File: src/logic/csr_pkg.sv
// CSR unit package: machine CSR types, addresses, write masks and trap codes
package csr_pkg;

  // Data and address words
  typedef logic [31:0] rdata_t;
  typedef logic [31:0] pc_t;

  // CSR operation, same encoding as funct3
  typedef enum logic [2:0] {
    CSR_NONE = 3'b000,
    CSR_RW   = 3'b001,
    CSR_RS   = 3'b010,
    CSR_RC   = 3'b011,
    CSR_RWI  = 3'b101,
    CSR_RSI  = 3'b110,
    CSR_RCI  = 3'b111
  } csr_op_e;

  typedef struct packed {
    csr_op_e     op;
    logic [11:0] addr;
  } s_csr_t;

  typedef struct packed {
    logic ext_irq;
    logic sw_irq;
    logic timer_irq;
  } s_irq_t;

  typedef struct packed {
    logic   active;
    pc_t    pc_addr;
    rdata_t mtval;
  } s_trap_info_t;

  // SYSTEM word seen as a CSR access
  typedef struct packed {
    logic [11:0] addr;
    logic [4:0]  uimm;
    logic [2:0]  funct3;
    logic [4:0]  rd;
    logic [6:0]  opcode;
  } s_csr_instr_t;

  // SYSTEM word seen as a privileged instruction
  typedef struct packed {
    logic [11:0] funct12;
    logic [4:0]  rs1;
    logic [2:0]  funct3;
    logic [4:0]  rd;
    logic [6:0]  opcode;
  } s_priv_instr_t;

  typedef union packed {
    s_csr_instr_t  csr_acc;
    s_priv_instr_t priv;
  } sys_instr_u;

  // Machine CSR addresses
  localparam logic [11:0] MSTATUS  = 12'h300;
  localparam logic [11:0] MISA     = 12'h301;
  localparam logic [11:0] MIE      = 12'h304;
  localparam logic [11:0] MTVEC    = 12'h305;
  localparam logic [11:0] MSCRATCH = 12'h340;
  localparam logic [11:0] MEPC     = 12'h341;
  localparam logic [11:0] MCAUSE   = 12'h342;
  localparam logic [11:0] MTVAL    = 12'h343;
  localparam logic [11:0] MIP      = 12'h344;
  localparam logic [11:0] CYCLE    = 12'hC00;
  localparam logic [11:0] CYCLEH   = 12'hC80;

  // Writable bits per register
  localparam rdata_t MSTATUS_WMASK = 32'h0000_0088;
  localparam rdata_t MIE_WMASK     = 32'h0000_0888;
  localparam rdata_t MTVEC_WMASK   = 32'hFFFF_FFFD;
  localparam rdata_t MEPC_WMASK    = 32'hFFFF_FFFC;
  localparam rdata_t MIP_WMASK     = 32'h0000_0008;

  // Bit positions in mstatus and mie/mip
  localparam int MST_MIE  = 3;
  localparam int MST_MPIE = 7;
  localparam int MIE_MSIP = 3;
  localparam int MIE_MTIP = 7;
  localparam int MIE_MEIP = 11;

  // mcause values
  localparam rdata_t MCAUSE_EXT_IRQ     = 32'h8000_000B;
  localparam rdata_t MCAUSE_SW_IRQ      = 32'h8000_0003;
  localparam rdata_t MCAUSE_TIMER_IRQ   = 32'h8000_0007;
  localparam rdata_t MCAUSE_FETCH_FAULT = 32'd0;
  localparam rdata_t MCAUSE_ILLEGAL     = 32'd2;
  localparam rdata_t MCAUSE_BREAKPOINT  = 32'd3;
  localparam rdata_t MCAUSE_ECALL       = 32'd11;

  // Offsets from mtvec base in vectored mode
  localparam rdata_t VEC_OFF_SW    = 32'h0C;
  localparam rdata_t VEC_OFF_TIMER = 32'h1C;
  localparam rdata_t VEC_OFF_EXT   = 32'h2C;

  localparam rdata_t MTVEC_RESET = 32'h0000_1000;
  // RV32I
  localparam rdata_t MISA_VALUE  = 32'h4000_0100;

  // SYSTEM opcode and privileged encodings
  localparam logic [6:0]  OPCODE_SYSTEM = 7'h73;
  localparam logic [2:0]  FUNCT3_PRIV   = 3'b000;
  localparam logic [2:0]  FUNCT3_RSVD   = 3'b100;
  localparam logic [11:0] F12_ECALL     = 12'h000;
  localparam logic [11:0] F12_EBREAK    = 12'h001;
  localparam logic [11:0] F12_MRET      = 12'h302;
  localparam logic [11:0] F12_WFI       = 12'h105;

endpackage

File: src/logic/sys_instr_decoder.sv
// SYSTEM instruction decoder: CSR access, ecall/ebreak/mret strobes and illegal trap
`timescale 1ns/100ps

module sys_instr_decoder (
  input  logic                  instr_valid_i,
  input  csr_pkg::sys_instr_u   instr_i,
  input  csr_pkg::pc_t          pc_i,
  output csr_pkg::s_csr_t       csr_o,
  output csr_pkg::rdata_t       imm_o,
  output logic                  ecall_o,
  output logic                  ebreak_o,
  output logic                  mret_o,
  output csr_pkg::s_trap_info_t dec_trap_o
);
  import csr_pkg::*;

  logic       is_system;
  logic [2:0] funct3;
  logic       illegal;

  // Only a valid SYSTEM word produces anything
  assign is_system = instr_valid_i && (instr_i.priv.opcode == OPCODE_SYSTEM);

  // funct3 sits at the same bits in both views
  assign funct3 = instr_i.priv.funct3;

  always_comb begin : decode
    csr_o    = '0;
    imm_o    = '0;
    ecall_o  = 1'b0;
    ebreak_o = 1'b0;
    mret_o   = 1'b0;
    illegal  = 1'b0;

    if (is_system) begin
      if (funct3 == FUNCT3_RSVD) begin
        // Reserved funct3 slot
        illegal = 1'b1;
      end else if (funct3 != FUNCT3_PRIV) begin
        // CSR view
        csr_o.op   = csr_op_e'(funct3);
        csr_o.addr = instr_i.csr_acc.addr;
        // Zero-extended uimm for the immediate forms
        imm_o      = {27'd0, instr_i.csr_acc.uimm};
      end else begin
        // Privileged view
        case (instr_i.priv.funct12)
          F12_ECALL: begin
            ecall_o = 1'b1;
          end
          F12_EBREAK: begin
            ebreak_o = 1'b1;
          end
          F12_MRET: begin
            mret_o = 1'b1;
          end
          F12_WFI: begin
            // No wait state, behaves as a nop
          end
          default: begin
            illegal = 1'b1;
          end
        endcase
      end
    end
  end

  // Illegal instruction trap info
  // mtval carries the raw word
  always_comb begin : trap_info
    dec_trap_o = '0;
    if (illegal) begin
      dec_trap_o.active  = 1'b1;
      dec_trap_o.pc_addr = pc_i;
      dec_trap_o.mtval   = instr_i;
    end
  end

endmodule

File: src/logic/irq_synchronizer.sv
// Interrupt synchronizer: two flops per line for external, software and timer IRQs
`timescale 1ns/100ps

module irq_synchronizer (
  input  logic            clk,
  input  logic            rst_n_i,
  input  logic            irq_ext_i,
  input  logic            irq_sw_i,
  input  logic            irq_timer_i,
  output csr_pkg::s_irq_t irq_o
);
  import csr_pkg::*;

  s_irq_t irq_async;
  // First stage may go metastable
  s_irq_t meta_ff;
  s_irq_t sync_ff;

  assign irq_async.ext_irq   = irq_ext_i;
  assign irq_async.sw_irq    = irq_sw_i;
  assign irq_async.timer_irq = irq_timer_i;

  always_ff @(posedge clk or negedge rst_n_i) begin
    if (!rst_n_i) begin
      meta_ff <= '0;
      sync_ff <= '0;
    end else begin
      meta_ff <= irq_async;
      sync_ff <= meta_ff;
    end
  end

  // Levels now safe in clk domain
  assign irq_o = sync_ff;

endmodule

File: src/logic/csr.sv
// Machine CSR file: read-modify-write, cycle counter, trap priority and trap target
`timescale 1ns/100ps

module csr (
  input  logic                  clk,
  input  logic                  rst_n_i,
  input  logic                  stall_i,
  input  csr_pkg::s_csr_t       csr_i,
  input  csr_pkg::rdata_t       rs1_data_i,
  input  csr_pkg::rdata_t       imm_i,
  input  csr_pkg::pc_t          pc_addr_i,
  input  csr_pkg::s_irq_t       irq_i,
  input  logic                  will_jump_i,
  input  csr_pkg::s_trap_info_t dec_trap_i,
  input  csr_pkg::s_trap_info_t fetch_trap_i,
  input  logic                  ecall_i,
  input  logic                  ebreak_i,
  input  logic                  mret_i,
  output csr_pkg::rdata_t       csr_rd_o,
  output csr_pkg::s_trap_info_t trap_o
);
  import csr_pkg::*;

  // Architectural registers
  rdata_t mstatus_ff, mstatus_next;
  rdata_t mie_ff, mie_next;
  rdata_t mtvec_ff, mtvec_next;
  rdata_t mscratch_ff, mscratch_next;
  rdata_t mepc_ff, mepc_next;
  rdata_t mcause_ff, mcause_next;
  rdata_t mtval_ff, mtval_next;
  rdata_t mip_ff, mip_next;
  logic [63:0] cycle_ff;

  // Registered trap/redirect
  s_trap_info_t trap_ff, trap_next;

  // Write path
  logic   wr_en;
  rdata_t wr_mask;
  rdata_t wr_val;

  // Trap selection
  logic   trap_take;
  logic   trap_mret;
  rdata_t vec_off;
  pc_t    mtvec_base;

  // New value before masking
  function automatic rdata_t csr_rmw(csr_op_e op, rdata_t old_val, rdata_t rs1, rdata_t imm);
    rdata_t res;
    case (op)
      CSR_RW:  res = rs1;
      CSR_RS:  res = old_val | rs1;
      CSR_RC:  res = old_val & ~rs1;
      CSR_RWI: res = imm;
      CSR_RSI: res = old_val | imm;
      CSR_RCI: res = old_val & ~imm;
      default: res = old_val;
    endcase
    return res;
  endfunction

  // Combinational read mux, also picks the write mask
  always_comb begin : csr_read
    csr_rd_o = '0;
    wr_mask  = '0;
    case (csr_i.addr)
      MSTATUS: begin
        csr_rd_o = mstatus_ff;
        wr_mask  = MSTATUS_WMASK;
      end
      MISA: begin
        csr_rd_o = MISA_VALUE;
      end
      MIE: begin
        csr_rd_o = mie_ff;
        wr_mask  = MIE_WMASK;
      end
      MTVEC: begin
        csr_rd_o = mtvec_ff;
        wr_mask  = MTVEC_WMASK;
      end
      MSCRATCH: begin
        csr_rd_o = mscratch_ff;
        wr_mask  = '1;
      end
      MEPC: begin
        csr_rd_o = mepc_ff;
        wr_mask  = MEPC_WMASK;
      end
      // Read-only to software
      MCAUSE: begin
        csr_rd_o = mcause_ff;
      end
      MTVAL: begin
        csr_rd_o = mtval_ff;
        wr_mask  = '1;
      end
      MIP: begin
        csr_rd_o = mip_ff;
        wr_mask  = MIP_WMASK;
      end
      CYCLE: begin
        csr_rd_o = cycle_ff[31:0];
      end
      CYCLEH: begin
        csr_rd_o = cycle_ff[63:32];
      end
      default: begin
        // Unimplemented, reads zero
        csr_rd_o = '0;
      end
    endcase
  end

  // Stall drops the write only, read still goes out
  assign wr_en  = (csr_i.op != CSR_NONE) && !stall_i;
  assign wr_val = csr_rmw(csr_i.op, csr_rd_o, rs1_data_i, imm_i) & wr_mask;

  assign mtvec_base = {mtvec_ff[31:2], 2'b00};

  always_comb begin : csr_next
    mstatus_next  = mstatus_ff;
    mie_next      = mie_ff;
    mtvec_next    = mtvec_ff;
    mscratch_next = mscratch_ff;
    mepc_next     = mepc_ff;
    mcause_next   = mcause_ff;
    mtval_next    = mtval_ff;
    mip_next      = mip_ff;

    // Software writes first, traps override below
    if (wr_en) begin
      case (csr_i.addr)
        MSTATUS:  mstatus_next  = wr_val;
        MIE:      mie_next      = wr_val;
        MTVEC:    mtvec_next    = wr_val;
        MSCRATCH: mscratch_next = wr_val;
        MEPC:     mepc_next     = wr_val;
        MTVAL:    mtval_next    = wr_val;
        MIP:      mip_next      = wr_val;
        default: begin
          // Read-only or unimplemented, write dropped
        end
      endcase
    end

    trap_take = 1'b0;
    trap_mret = 1'b0;
    vec_off   = '0;

    // Priority: irqs, decode trap, fetch fault, ecall, ebreak, mret
    if (mstatus_ff[MST_MIE] && irq_i.ext_irq && mie_ff[MIE_MEIP]) begin
      mip_next[MIE_MEIP] = 1'b1;
      mepc_next          = pc_addr_i;
      mcause_next        = MCAUSE_EXT_IRQ;
      vec_off            = VEC_OFF_EXT;
      trap_take          = 1'b1;
    end else if (mstatus_ff[MST_MIE] && irq_i.sw_irq && mie_ff[MIE_MSIP]) begin
      mip_next[MIE_MSIP] = 1'b1;
      mepc_next          = pc_addr_i;
      mcause_next        = MCAUSE_SW_IRQ;
      vec_off            = VEC_OFF_SW;
      trap_take          = 1'b1;
    end else if (mstatus_ff[MST_MIE] && irq_i.timer_irq && mie_ff[MIE_MTIP]) begin
      mip_next[MIE_MTIP] = 1'b1;
      mepc_next          = pc_addr_i;
      mcause_next        = MCAUSE_TIMER_IRQ;
      vec_off            = VEC_OFF_TIMER;
      trap_take          = 1'b1;
    end else if (dec_trap_i.active && !will_jump_i) begin
      // Shadow of a taken branch, not executed
      mepc_next   = dec_trap_i.pc_addr;
      mcause_next = MCAUSE_ILLEGAL;
      mtval_next  = dec_trap_i.mtval;
      trap_take   = 1'b1;
    end else if (fetch_trap_i.active) begin
      mepc_next   = fetch_trap_i.pc_addr;
      mcause_next = MCAUSE_FETCH_FAULT;
      mtval_next  = fetch_trap_i.mtval;
      trap_take   = 1'b1;
    end else if (ecall_i) begin
      mepc_next   = pc_addr_i;
      mcause_next = MCAUSE_ECALL;
      mtval_next  = '0;
      trap_take   = 1'b1;
    end else if (ebreak_i) begin
      mepc_next   = pc_addr_i;
      mcause_next = MCAUSE_BREAKPOINT;
      mtval_next  = '0;
      trap_take   = 1'b1;
    end else if (mret_i) begin
      // Return redirect uses the trap path
      trap_take = 1'b1;
      trap_mret = 1'b1;
    end

    trap_next = '0;
    if (trap_take) begin
      trap_next.active = 1'b1;
      if (trap_mret) begin
        // Back to mepc, pop interrupt enable
        trap_next.pc_addr      = mepc_ff;
        mstatus_next[MST_MIE]  = mstatus_ff[MST_MPIE];
        mstatus_next[MST_MPIE] = 1'b1;
      end else begin
        // Vector offset only nonzero for irqs
        trap_next.pc_addr      = mtvec_ff[0] ? mtvec_base + vec_off : mtvec_base;
        trap_next.mtval        = mtval_next;
        // Push interrupt enable
        mstatus_next[MST_MPIE] = mstatus_ff[MST_MIE];
        mstatus_next[MST_MIE]  = 1'b0;
      end
    end
  end

  always_ff @(posedge clk or negedge rst_n_i) begin
    if (!rst_n_i) begin
      mstatus_ff  <= '0;
      mie_ff      <= '0;
      mtvec_ff    <= MTVEC_RESET;
      mscratch_ff <= '0;
      mepc_ff     <= '0;
      mcause_ff   <= '0;
      mtval_ff    <= '0;
      mip_ff      <= '0;
      cycle_ff    <= '0;
      trap_ff     <= '0;
    end else begin
      mstatus_ff  <= mstatus_next;
      mie_ff      <= mie_next;
      mtvec_ff    <= mtvec_next;
      mscratch_ff <= mscratch_next;
      mepc_ff     <= mepc_next;
      mcause_ff   <= mcause_next;
      mtval_ff    <= mtval_next;
      mip_ff      <= mip_next;
      // Free running
      cycle_ff    <= cycle_ff + 64'd1;
      trap_ff     <= trap_next;
    end
  end

  assign trap_o = trap_ff;

endmodule

File: src/logic/csr_unit_top.sv
// CSR unit top: SYSTEM decoder, IRQ synchronizer and machine CSR file
`timescale 1ns/100ps

module csr_unit_top (
  input  logic                  clk,
  input  logic                  rst_n_i,
  input  logic                  instr_valid_i,
  input  csr_pkg::sys_instr_u   instr_i,
  input  csr_pkg::pc_t          pc_i,
  input  csr_pkg::rdata_t       rs1_data_i,
  input  logic                  jump_i,
  input  logic                  stall_i,
  input  csr_pkg::s_trap_info_t fetch_trap_i,
  input  logic                  irq_ext_i,
  input  logic                  irq_sw_i,
  input  logic                  irq_timer_i,
  output csr_pkg::rdata_t       csr_rd_o,
  output csr_pkg::s_trap_info_t trap_o
);
  import csr_pkg::*;

  // Decoder to CSR file
  s_csr_t       csr_op;
  rdata_t       csr_imm;
  logic         ecall;
  logic         ebreak;
  logic         mret;
  s_trap_info_t dec_trap;

  // Synchronized irq levels
  s_irq_t       irq_sync;

  sys_instr_decoder u_decoder (
    .instr_valid_i (instr_valid_i),
    .instr_i       (instr_i),
    .pc_i          (pc_i),
    .csr_o         (csr_op),
    .imm_o         (csr_imm),
    .ecall_o       (ecall),
    .ebreak_o      (ebreak),
    .mret_o        (mret),
    .dec_trap_o    (dec_trap)
  );

  irq_synchronizer u_irq_sync (
    .clk         (clk),
    .rst_n_i     (rst_n_i),
    .irq_ext_i   (irq_ext_i),
    .irq_sw_i    (irq_sw_i),
    .irq_timer_i (irq_timer_i),
    .irq_o       (irq_sync)
  );

  csr u_csr (
    .clk          (clk),
    .rst_n_i      (rst_n_i),
    .stall_i      (stall_i),
    .csr_i        (csr_op),
    .rs1_data_i   (rs1_data_i),
    .imm_i        (csr_imm),
    .pc_addr_i    (pc_i),
    .irq_i        (irq_sync),
    .will_jump_i  (jump_i),
    .dec_trap_i   (dec_trap),
    .fetch_trap_i (fetch_trap_i),
    .ecall_i      (ecall),
    .ebreak_i     (ebreak),
    .mret_i       (mret),
    .csr_rd_o     (csr_rd_o),
    .trap_o       (trap_o)
  );

endmodule

File: config.mk
export PLATFORM = sky130hd
export DESIGN_NAME = csr_unit_top
export DESIGN_NICKNAME = d
export VERILOG_FILES = /design/src/logic/csr_pkg.sv /design/src/logic/sys_instr_decoder.sv /design/src/logic/irq_synchronizer.sv /design/src/logic/csr.sv /design/src/logic/csr_unit_top.sv
export SDC_FILE = /design/constraint.sdc
export NUM_CORES = 1
export LEC_CHECK = 0
export BUFFER_PORTS_ARGS = -buffer_cell sky130_fd_sc_hd__buf_2
export CELL_PAD_IN_SITES_DETAIL_PLACEMENT = 1
export CELL_PAD_IN_SITES_GLOBAL_PLACEMENT = 2
export CORE_MARGIN = 4
export CORE_UTILIZATION = 39
export DETAILED_ROUTE_END_ITERATION = 10
export HOLD_SLACK_MARGIN = 0.05
export PLACE_DENSITY = 0.91
export SKIP_CTS_REPAIR_TIMING = 1
export SLEW_MARGIN = 30
export SYNTH_ARGS = -nofsm -noshare
export SYNTH_HDL_FRONTEND = slang
export SYNTH_SLANG_ARGS = --single-unit
File: constraint.sdc
create_clock -name clk -period 7 [get_ports clk]
set_input_delay 0.35 -clock clk [delete_from_list [all_inputs] [get_ports clk]]
set_output_delay 0.35 -clock clk [all_outputs]
set_load 0.005 [all_outputs]
==> results of run 1 <==
==> report_power, final <==
group | switching, mW | total [mW] | internal, mW
Clock | 0.981 | 2.41 | 1.43
Sequential | 0.0727 | 2.22 | 2.15
Combinational | 0.216 | 0.339 | 0.123
Total | 1.27 | 4.97 | 3.70
==> cells by family after synthesis <==
kind of cell	after synthesis	share of synthesized area
adders and majority gates	6	0.00426
muxes	37	0.0209
DFF	364	0.470
buffers and inverters	173	0.0355
xor gates and xnor gates	113	0.0510
and+or+nand+nor	798	0.214
AOI/OAI and AO/OA	590	0.205
==> layout by cell type, fill, tap and decap left out, drive strengths merged, types with 22 or more instances in the layout <==
cell type / n
nor3: 57
and2: 102
buf: 330
a21o: 22
clkbuf: 66
dfrtp: 363
a21oi: 126
a22o: 46
nand2: 210
a22oi: 58
xor2: 32
nor2: 115
xnor2: 81
a222oi: 38
inv: 38
o21ai: 172
nand4: 47
nand3: 113
a221oi: 26
and3: 49
==> final cells by class <==
type	count	area, µm²
Fill cell	5715	25700
Timing Repair Buffer	345	2030
Inverter	38	143
Clock inverter	12	156
Tap cell	664	831
Clock buffer	65	1330
Sequential cell	364	9110
Antenna cell	2	5.00
Multi-Input combinational cell	1544	9770
==> state kept, by name, summed over array words and instances (netlist names) <==
signal / flops
u_csr.trap_o: 65
u_csr.cycle_ff: 64
u_csr.mepc_ff: 32
u_csr.mie_ff: 32
u_csr.mip_ff: 32
u_csr.mscratch_ff: 32
u_csr.mstatus_ff: 32
u_csr.mtval_ff: 32
u_csr.mtvec_ff: 32
u_csr.mcause_ff: 5
u_irq_sync.irq_o: 3
u_irq_sync.meta_ff: 3
==> critical path: stages (launching register included) <==
cell and delay [ps]:
dfrtp_1 710, a22o_1 240, nand2_1 100, nand2_1 420, clkinv_1 540, fa_1 610
nor2b_1 140, o21ai_0 130, and2_1 240, nor3_1 650, and4_1 450, nand3_1 130
xor2_1 190, o21ai_0 120
==> metal layers <==
metal | vias up | global-route usage | share of wire
li1 | 8191 | - | -
met1 | 10200 | 0.471 | 0.40
met2 | 976 | 0.575 | 0.46
met3 | 254 | 0.0627 | 0.073
met4 | 0 | 0.204 | 0.068
met5 | - | 0 | 0
==> worst paths after layout <==
check	start	endpoint	slack [ps]	cells past startpoint
hold reg to reg	u_irq_sync.meta_ff[0]	u_irq_sync.irq_o[0]	350	0
max in group asynchronous	rst_n_i	u_csr.trap_o[31]	5510	4
hold / removal	pc_i[8]	u_csr.mepc_ff[8]	30	3
setup / recovery	u_csr.mie_ff[11]	u_csr.trap_o[58]	2170	13
setup reg to reg	u_csr.mie_ff[11]	u_csr.trap_o[58]	2170	13
min in group asynchronous	rst_n_i	u_csr.mstatus_ff[22]	230	2
==> Yosys cell counts (18+ instances only) <==
cell / count / area share
a21o_1: 22 / 0.0085
a21oi_1: 126 / 0.033
a221oi_1: 24 / 0.011
a222oi_1: 38 / 0.020
a22o_1: 46 / 0.021
a22oi_1: 58 / 0.022
and2_1: 102 / 0.033
and3_1: 49 / 0.016
buf_2: 21 / 0.0054
clkbuf_1: 104 / 0.020
dfrtp_1: 363 / 0.47
inv_1: 36 / 0.0070
mux2_2: 18 / 0.010
mux2i_1: 18 / 0.0093
nand2_1: 210 / 0.041
nand2b_1: 19 / 0.0061
nand3_1: 113 / 0.029
nand4_1: 47 / 0.015
nor2_1: 113 / 0.022
nor3_1: 52 / 0.013
o21ai_0: 170 / 0.044
xnor2_1: 81 / 0.037
xor2_1: 32 / 0.014
==> impl_metrics.tcl, run 1 <==
set metrics [dict create \
    netlist_area_um2 19400 \
    grt_pass1_vias 20000 \
    io_pins 266 \
    worstPathRequired_ps 7420 \
    syn_area_per_cell_um2 9.32 \
    ant_nets 0 \
    stdcell_count 3034 \
    cts_htree_levels 2 \
    hold_class "in -> reg" \
    die_w_um 231 \
    synth_async_sr_flop_share 1.00 \
    final_nets 2512 \
    ys_types 78 \
    hold_violations 0 \
    vias 19600 \
    fin_util 0.477 \
    netlist_instances 2081 \
    yosysWarnings 0 \
    syn_nets 2256 \
    grt_max_degree 154 \
    dp_cells 2938 \
    routedWlPerCell_um 32.8 \
    seq_area_frac_synth 0.470 \
    cts_num_sinks 364 \
    fin_area_um2 23400 \
    drcViolationCount 0 \
    synth_edf_count 0 \
    gp_congestion 0.992 \
    routed_via_density 6.45 \
    antenna_found_initial 1 \
    finalCritPeriodShare 0.690 \
    coreArea_um2 49100 \
    pre_cts_ws_ps 1830 \
    cts_buffers 44 \
    wl_um 99500 \
    drv_slew 0 \
    drtPass1Iterations 6 \
    critPathLaunchType "flop" \
    dpl.hpwl_um 74900 \
    cp_max_fo 10 \
    p_per_area_nw_per_um2 212 \
    layout-drive-gt1-share 0.199 \
    fin_tns_setup_ps 0 \
    worst_pin_slew_ps 1100 \
    overflow 0 \
    end_kind "flop" \
    worst_ep_arrival_time_ps 5250 \
    relSlewSlack 0.269 \
    critPathKind "reg -> reg" \
    fin_skew_ps 25.2 \
    gr-usage-all-layers 0.362 \
    cts.clk_slew.worst_paths_ps 60 \
    p_leak_nw 10.3 \
    max_cap_violations 0 \
    area_delta_synth_final_pct 20.5 \
    dieArea_um2 53400 \
    drtIter0Drc 2171 \
    grt_pass1_wl_um 142000 \
    start_util 0.395 \
    setup_slack_ps 2170 \
    ir_drop_uv 172 \
    power_mw 4.97 \
    die_h_um 231 \
    synth_ff_type "dfrtp_1" \
    insertion_delay_ps 600 \
    period_needed_ps 4830 \
    ys_ff_latch 364 \
    cts_tree "built" \
    cts.path.max_buffers 3 \
    holdWs_ps 31.2 \
    fmax_mhz 207 \
    status "completed" \
    placed_area_um2 21700 \
    port_buffers 265 \
    setup_viol 0 \
    rows 81 \
    cts-root-buf "clkbuf_16" \
    rsz0062_at_grt "false" \
]
No activity file was read; power rests on OpenSTA's default activity.
==> inputs of run 2 (changes only) <==
CORE_UTILIZATION = 36   (was 39)
PLACE_DENSITY = 0.85   (was 0.91)
clock period = 4.93 ns   (was 7 ns; I/O delays follow)
==> run 2 against run 1 <==
  * Non-clock buffer count increased by 63
  * Sequential share of layout area down 0.92 points
  * Count of clock-buffer cells in the layout down 4
  * Sequential cell count unchanged
  * Cell area rose by 2.4%
  * Worst hold slack got worse by 23 ps
==> impl_metrics.tcl, run 2 (same netlist as run 1, synthesis figures left out) <==
set metrics [dict create \
    antenna_found_initial 4 \
    met2_length_um 46900 \
    hold_path_end "u_csr.mepc_ff[6]" \
    drcViolationCount 0 \
    rsz0062_at_grt "false" \
    power_mw 7.15 \
    pre_cts_ws_ps 1090 \
    cts-root-buf "clkbuf_16" \
    worst_pin_slew_ps 1030 \
    wl_um 101000 \
    ant_nets 0 \
    max_cap_violations 0 \
    status "completed" \
    cts_num_sinks 364 \
    worst_ep_arrival_time_ps 4340 \
    p_per_area_nw_per_um2 299 \
    stdcell_count 3124 \
    setup_slack_ps 1020 \
    worstReg2RegStart "u_csr.mie_ff[11]" \
    dr_wl_met3_um 7420 \
    finalCritPeriodShare 0.794 \
    hold_class "in -> reg" \
    routed_via_density 6.40 \
    hold_violations 0 \
    timing.rr.end "u_csr.trap_o[62]" \
    dpl.hpwl_um 76400 \
    cts.path.max_buffers 3 \
    overflow 0 \
    vias 20000 \
    final_nets 2575 \
    io_pins 266 \
    critical-path-slowest-cell "nor3_1" \
    rows 84 \
    layout_commonest_cell "dfrtp_1" \
    insertion_delay_ps 590 \
    reg2reg_depth 13 \
    grt_pass1_wl_um 143000 \
    cts_htree_levels 2 \
    cts_buffers 44 \
    die_w_um 240 \
    routed.top_layer "met5" \
    holdPathStages 3 \
    worstPathRequired_ps 5360 \
    relSlewSlack 0.303 \
    critPathKind "reg -> reg" \
    gp_congestion 1.07 \
    start_util 0.366 \
    wirelength_met1_um 39900 \
    period_needed_ps 3910 \
    drtPass1Iterations 6 \
    die_h_um 240 \
    fin_skew_ps 15.4 \
    cp_max_fo 9 \
    gr-usage-all-layers 0.339 \
    grt_pass1_vias 20400 \
    routedWlPerCell_um 32.4 \
    dieArea_um2 57700 \
    coreArea_um2 53000 \
    fmax_mhz 256 \
    area_delta_synth_final_pct 23.5 \
    cts_tree "built" \
    dp_cells 2995 \
    hp-start "pc_i[6]" \
    port_buffers 265 \
    critPathLaunchType "flop" \
    mostFrequentLayoutCells "dfrtp_1 (363), buf_2 (264), nand2_1 (210)" \
    layout-drive-gt1-share 0.205 \
    end_kind "flop" \
    fin_tns_setup_ps 0 \
    critPathMaxStageDelay_ps 540 \
    crit_chain "a22o_1 -> nand2_1 -> nand2_1 -> clkinv_1 -> fa_1 -> nor2b_1 -> o21ai_0 -> and2_1 -> nor3_1 -> and4_1 -> nand3_1 -> xor2_1 -> o21ai_0" \
    cts.clk_slew.worst_paths_ps 60 \
    ir_drop_uv 214 \
    largest_reg_flops 65 \
    drtIter0Drc 2189 \
    rrSetupSlack_ps 1020 \
    grt_max_degree 115 \
    drv_slew 0 \
    p_leak_nw 10.7 \
    setup_viol 0 \
]
==> run 2: changes by cell type in the layout (fill, tap and decap cells not counted), moves of 3 or more <==
cell	previous run	this run
clkinv_2	5	12
o21ai_0	167	170
dlygate4sd3_1	14	47
nor3_2	12	8
o21ai_1	4	1
buf_4	61	92
clkbuf_8	12	9
==> run 2: worst max path at each step <==
stage	startpoint	end	slack [ps]	cells after the start
finish	u_csr.mie_ff[11]	u_csr.trap_o[62]	1020	13
global route	u_csr.mie_ff[11]	u_csr.trap_o[60]	740	14
floorplan	u_csr.mstatus_ff[3]	u_csr.trap_o[60]	1810	13
detailed placement	instr_i[2]	u_csr.mepc_ff[22]	1090	10
global placement	instr_i[24]	u_csr.mepc_ff[21]	850	10
CTS	u_csr.mie_ff[11]	u_csr.trap_o[62]	1120	13
==> run 2: worst max-delay path: cells and delay by family, from the launching register on <==
family	cells	cell delay, ps
AO/OA/AOI/OAI	3	420
XOR/XNOR	1	190
adder cells (fa/ha/maj)	1	500
buffers and inverters	1	220
flip-flops	1	520
AND/OR/NAND/NOR	7	1910
==> run 2: layer usage <==
metal  global-route usage  vias up
met3               0.0574      282
met2                0.541     1063
met1                0.440    10400
met4                0.191        2
met5                    0        -
li1                     -     8299
==> run 2: final cells by class <==
| cell class | count | area [µm²] |
|---|---|---|
| fillers | 6121 | 29000 |
| flip-flops and latches | 364 | 9110 |
| clock inverters | 19 | 235 |
| multi-input cells | 1544 | 9710 |
| inverters | 38 | 143 |
| diodes | 2 | 5.00 |
| clock buffers | 61 | 1300 |
| repair buffers | 408 | 2580 |
| well taps | 688 | 861 |
==> run 2: power breakdown <==
| group | internal [mW] | switching (mW) | leakage [nW] |
|---|---|---|---|
| clock | 2.10 | 1.39 | 0.767 |
| combinational | 0.191 | 0.313 | 5.00 |
| sequential | 3.05 | 0.103 | 4.90 |
==> run 2: per-stage QoR <==
stage | area (µm²) | hold slack [ps] | util
global placement | 21900 | 337 | 0.413
finish | 24000 | 8.36 | 0.452
global route | 23900 | 51.3 | 0.452
floorplan | 19400 | -49.1 | -
detailed placement | 21900 | 344 | 0.414
CTS | 23500 | -246 | 0.443
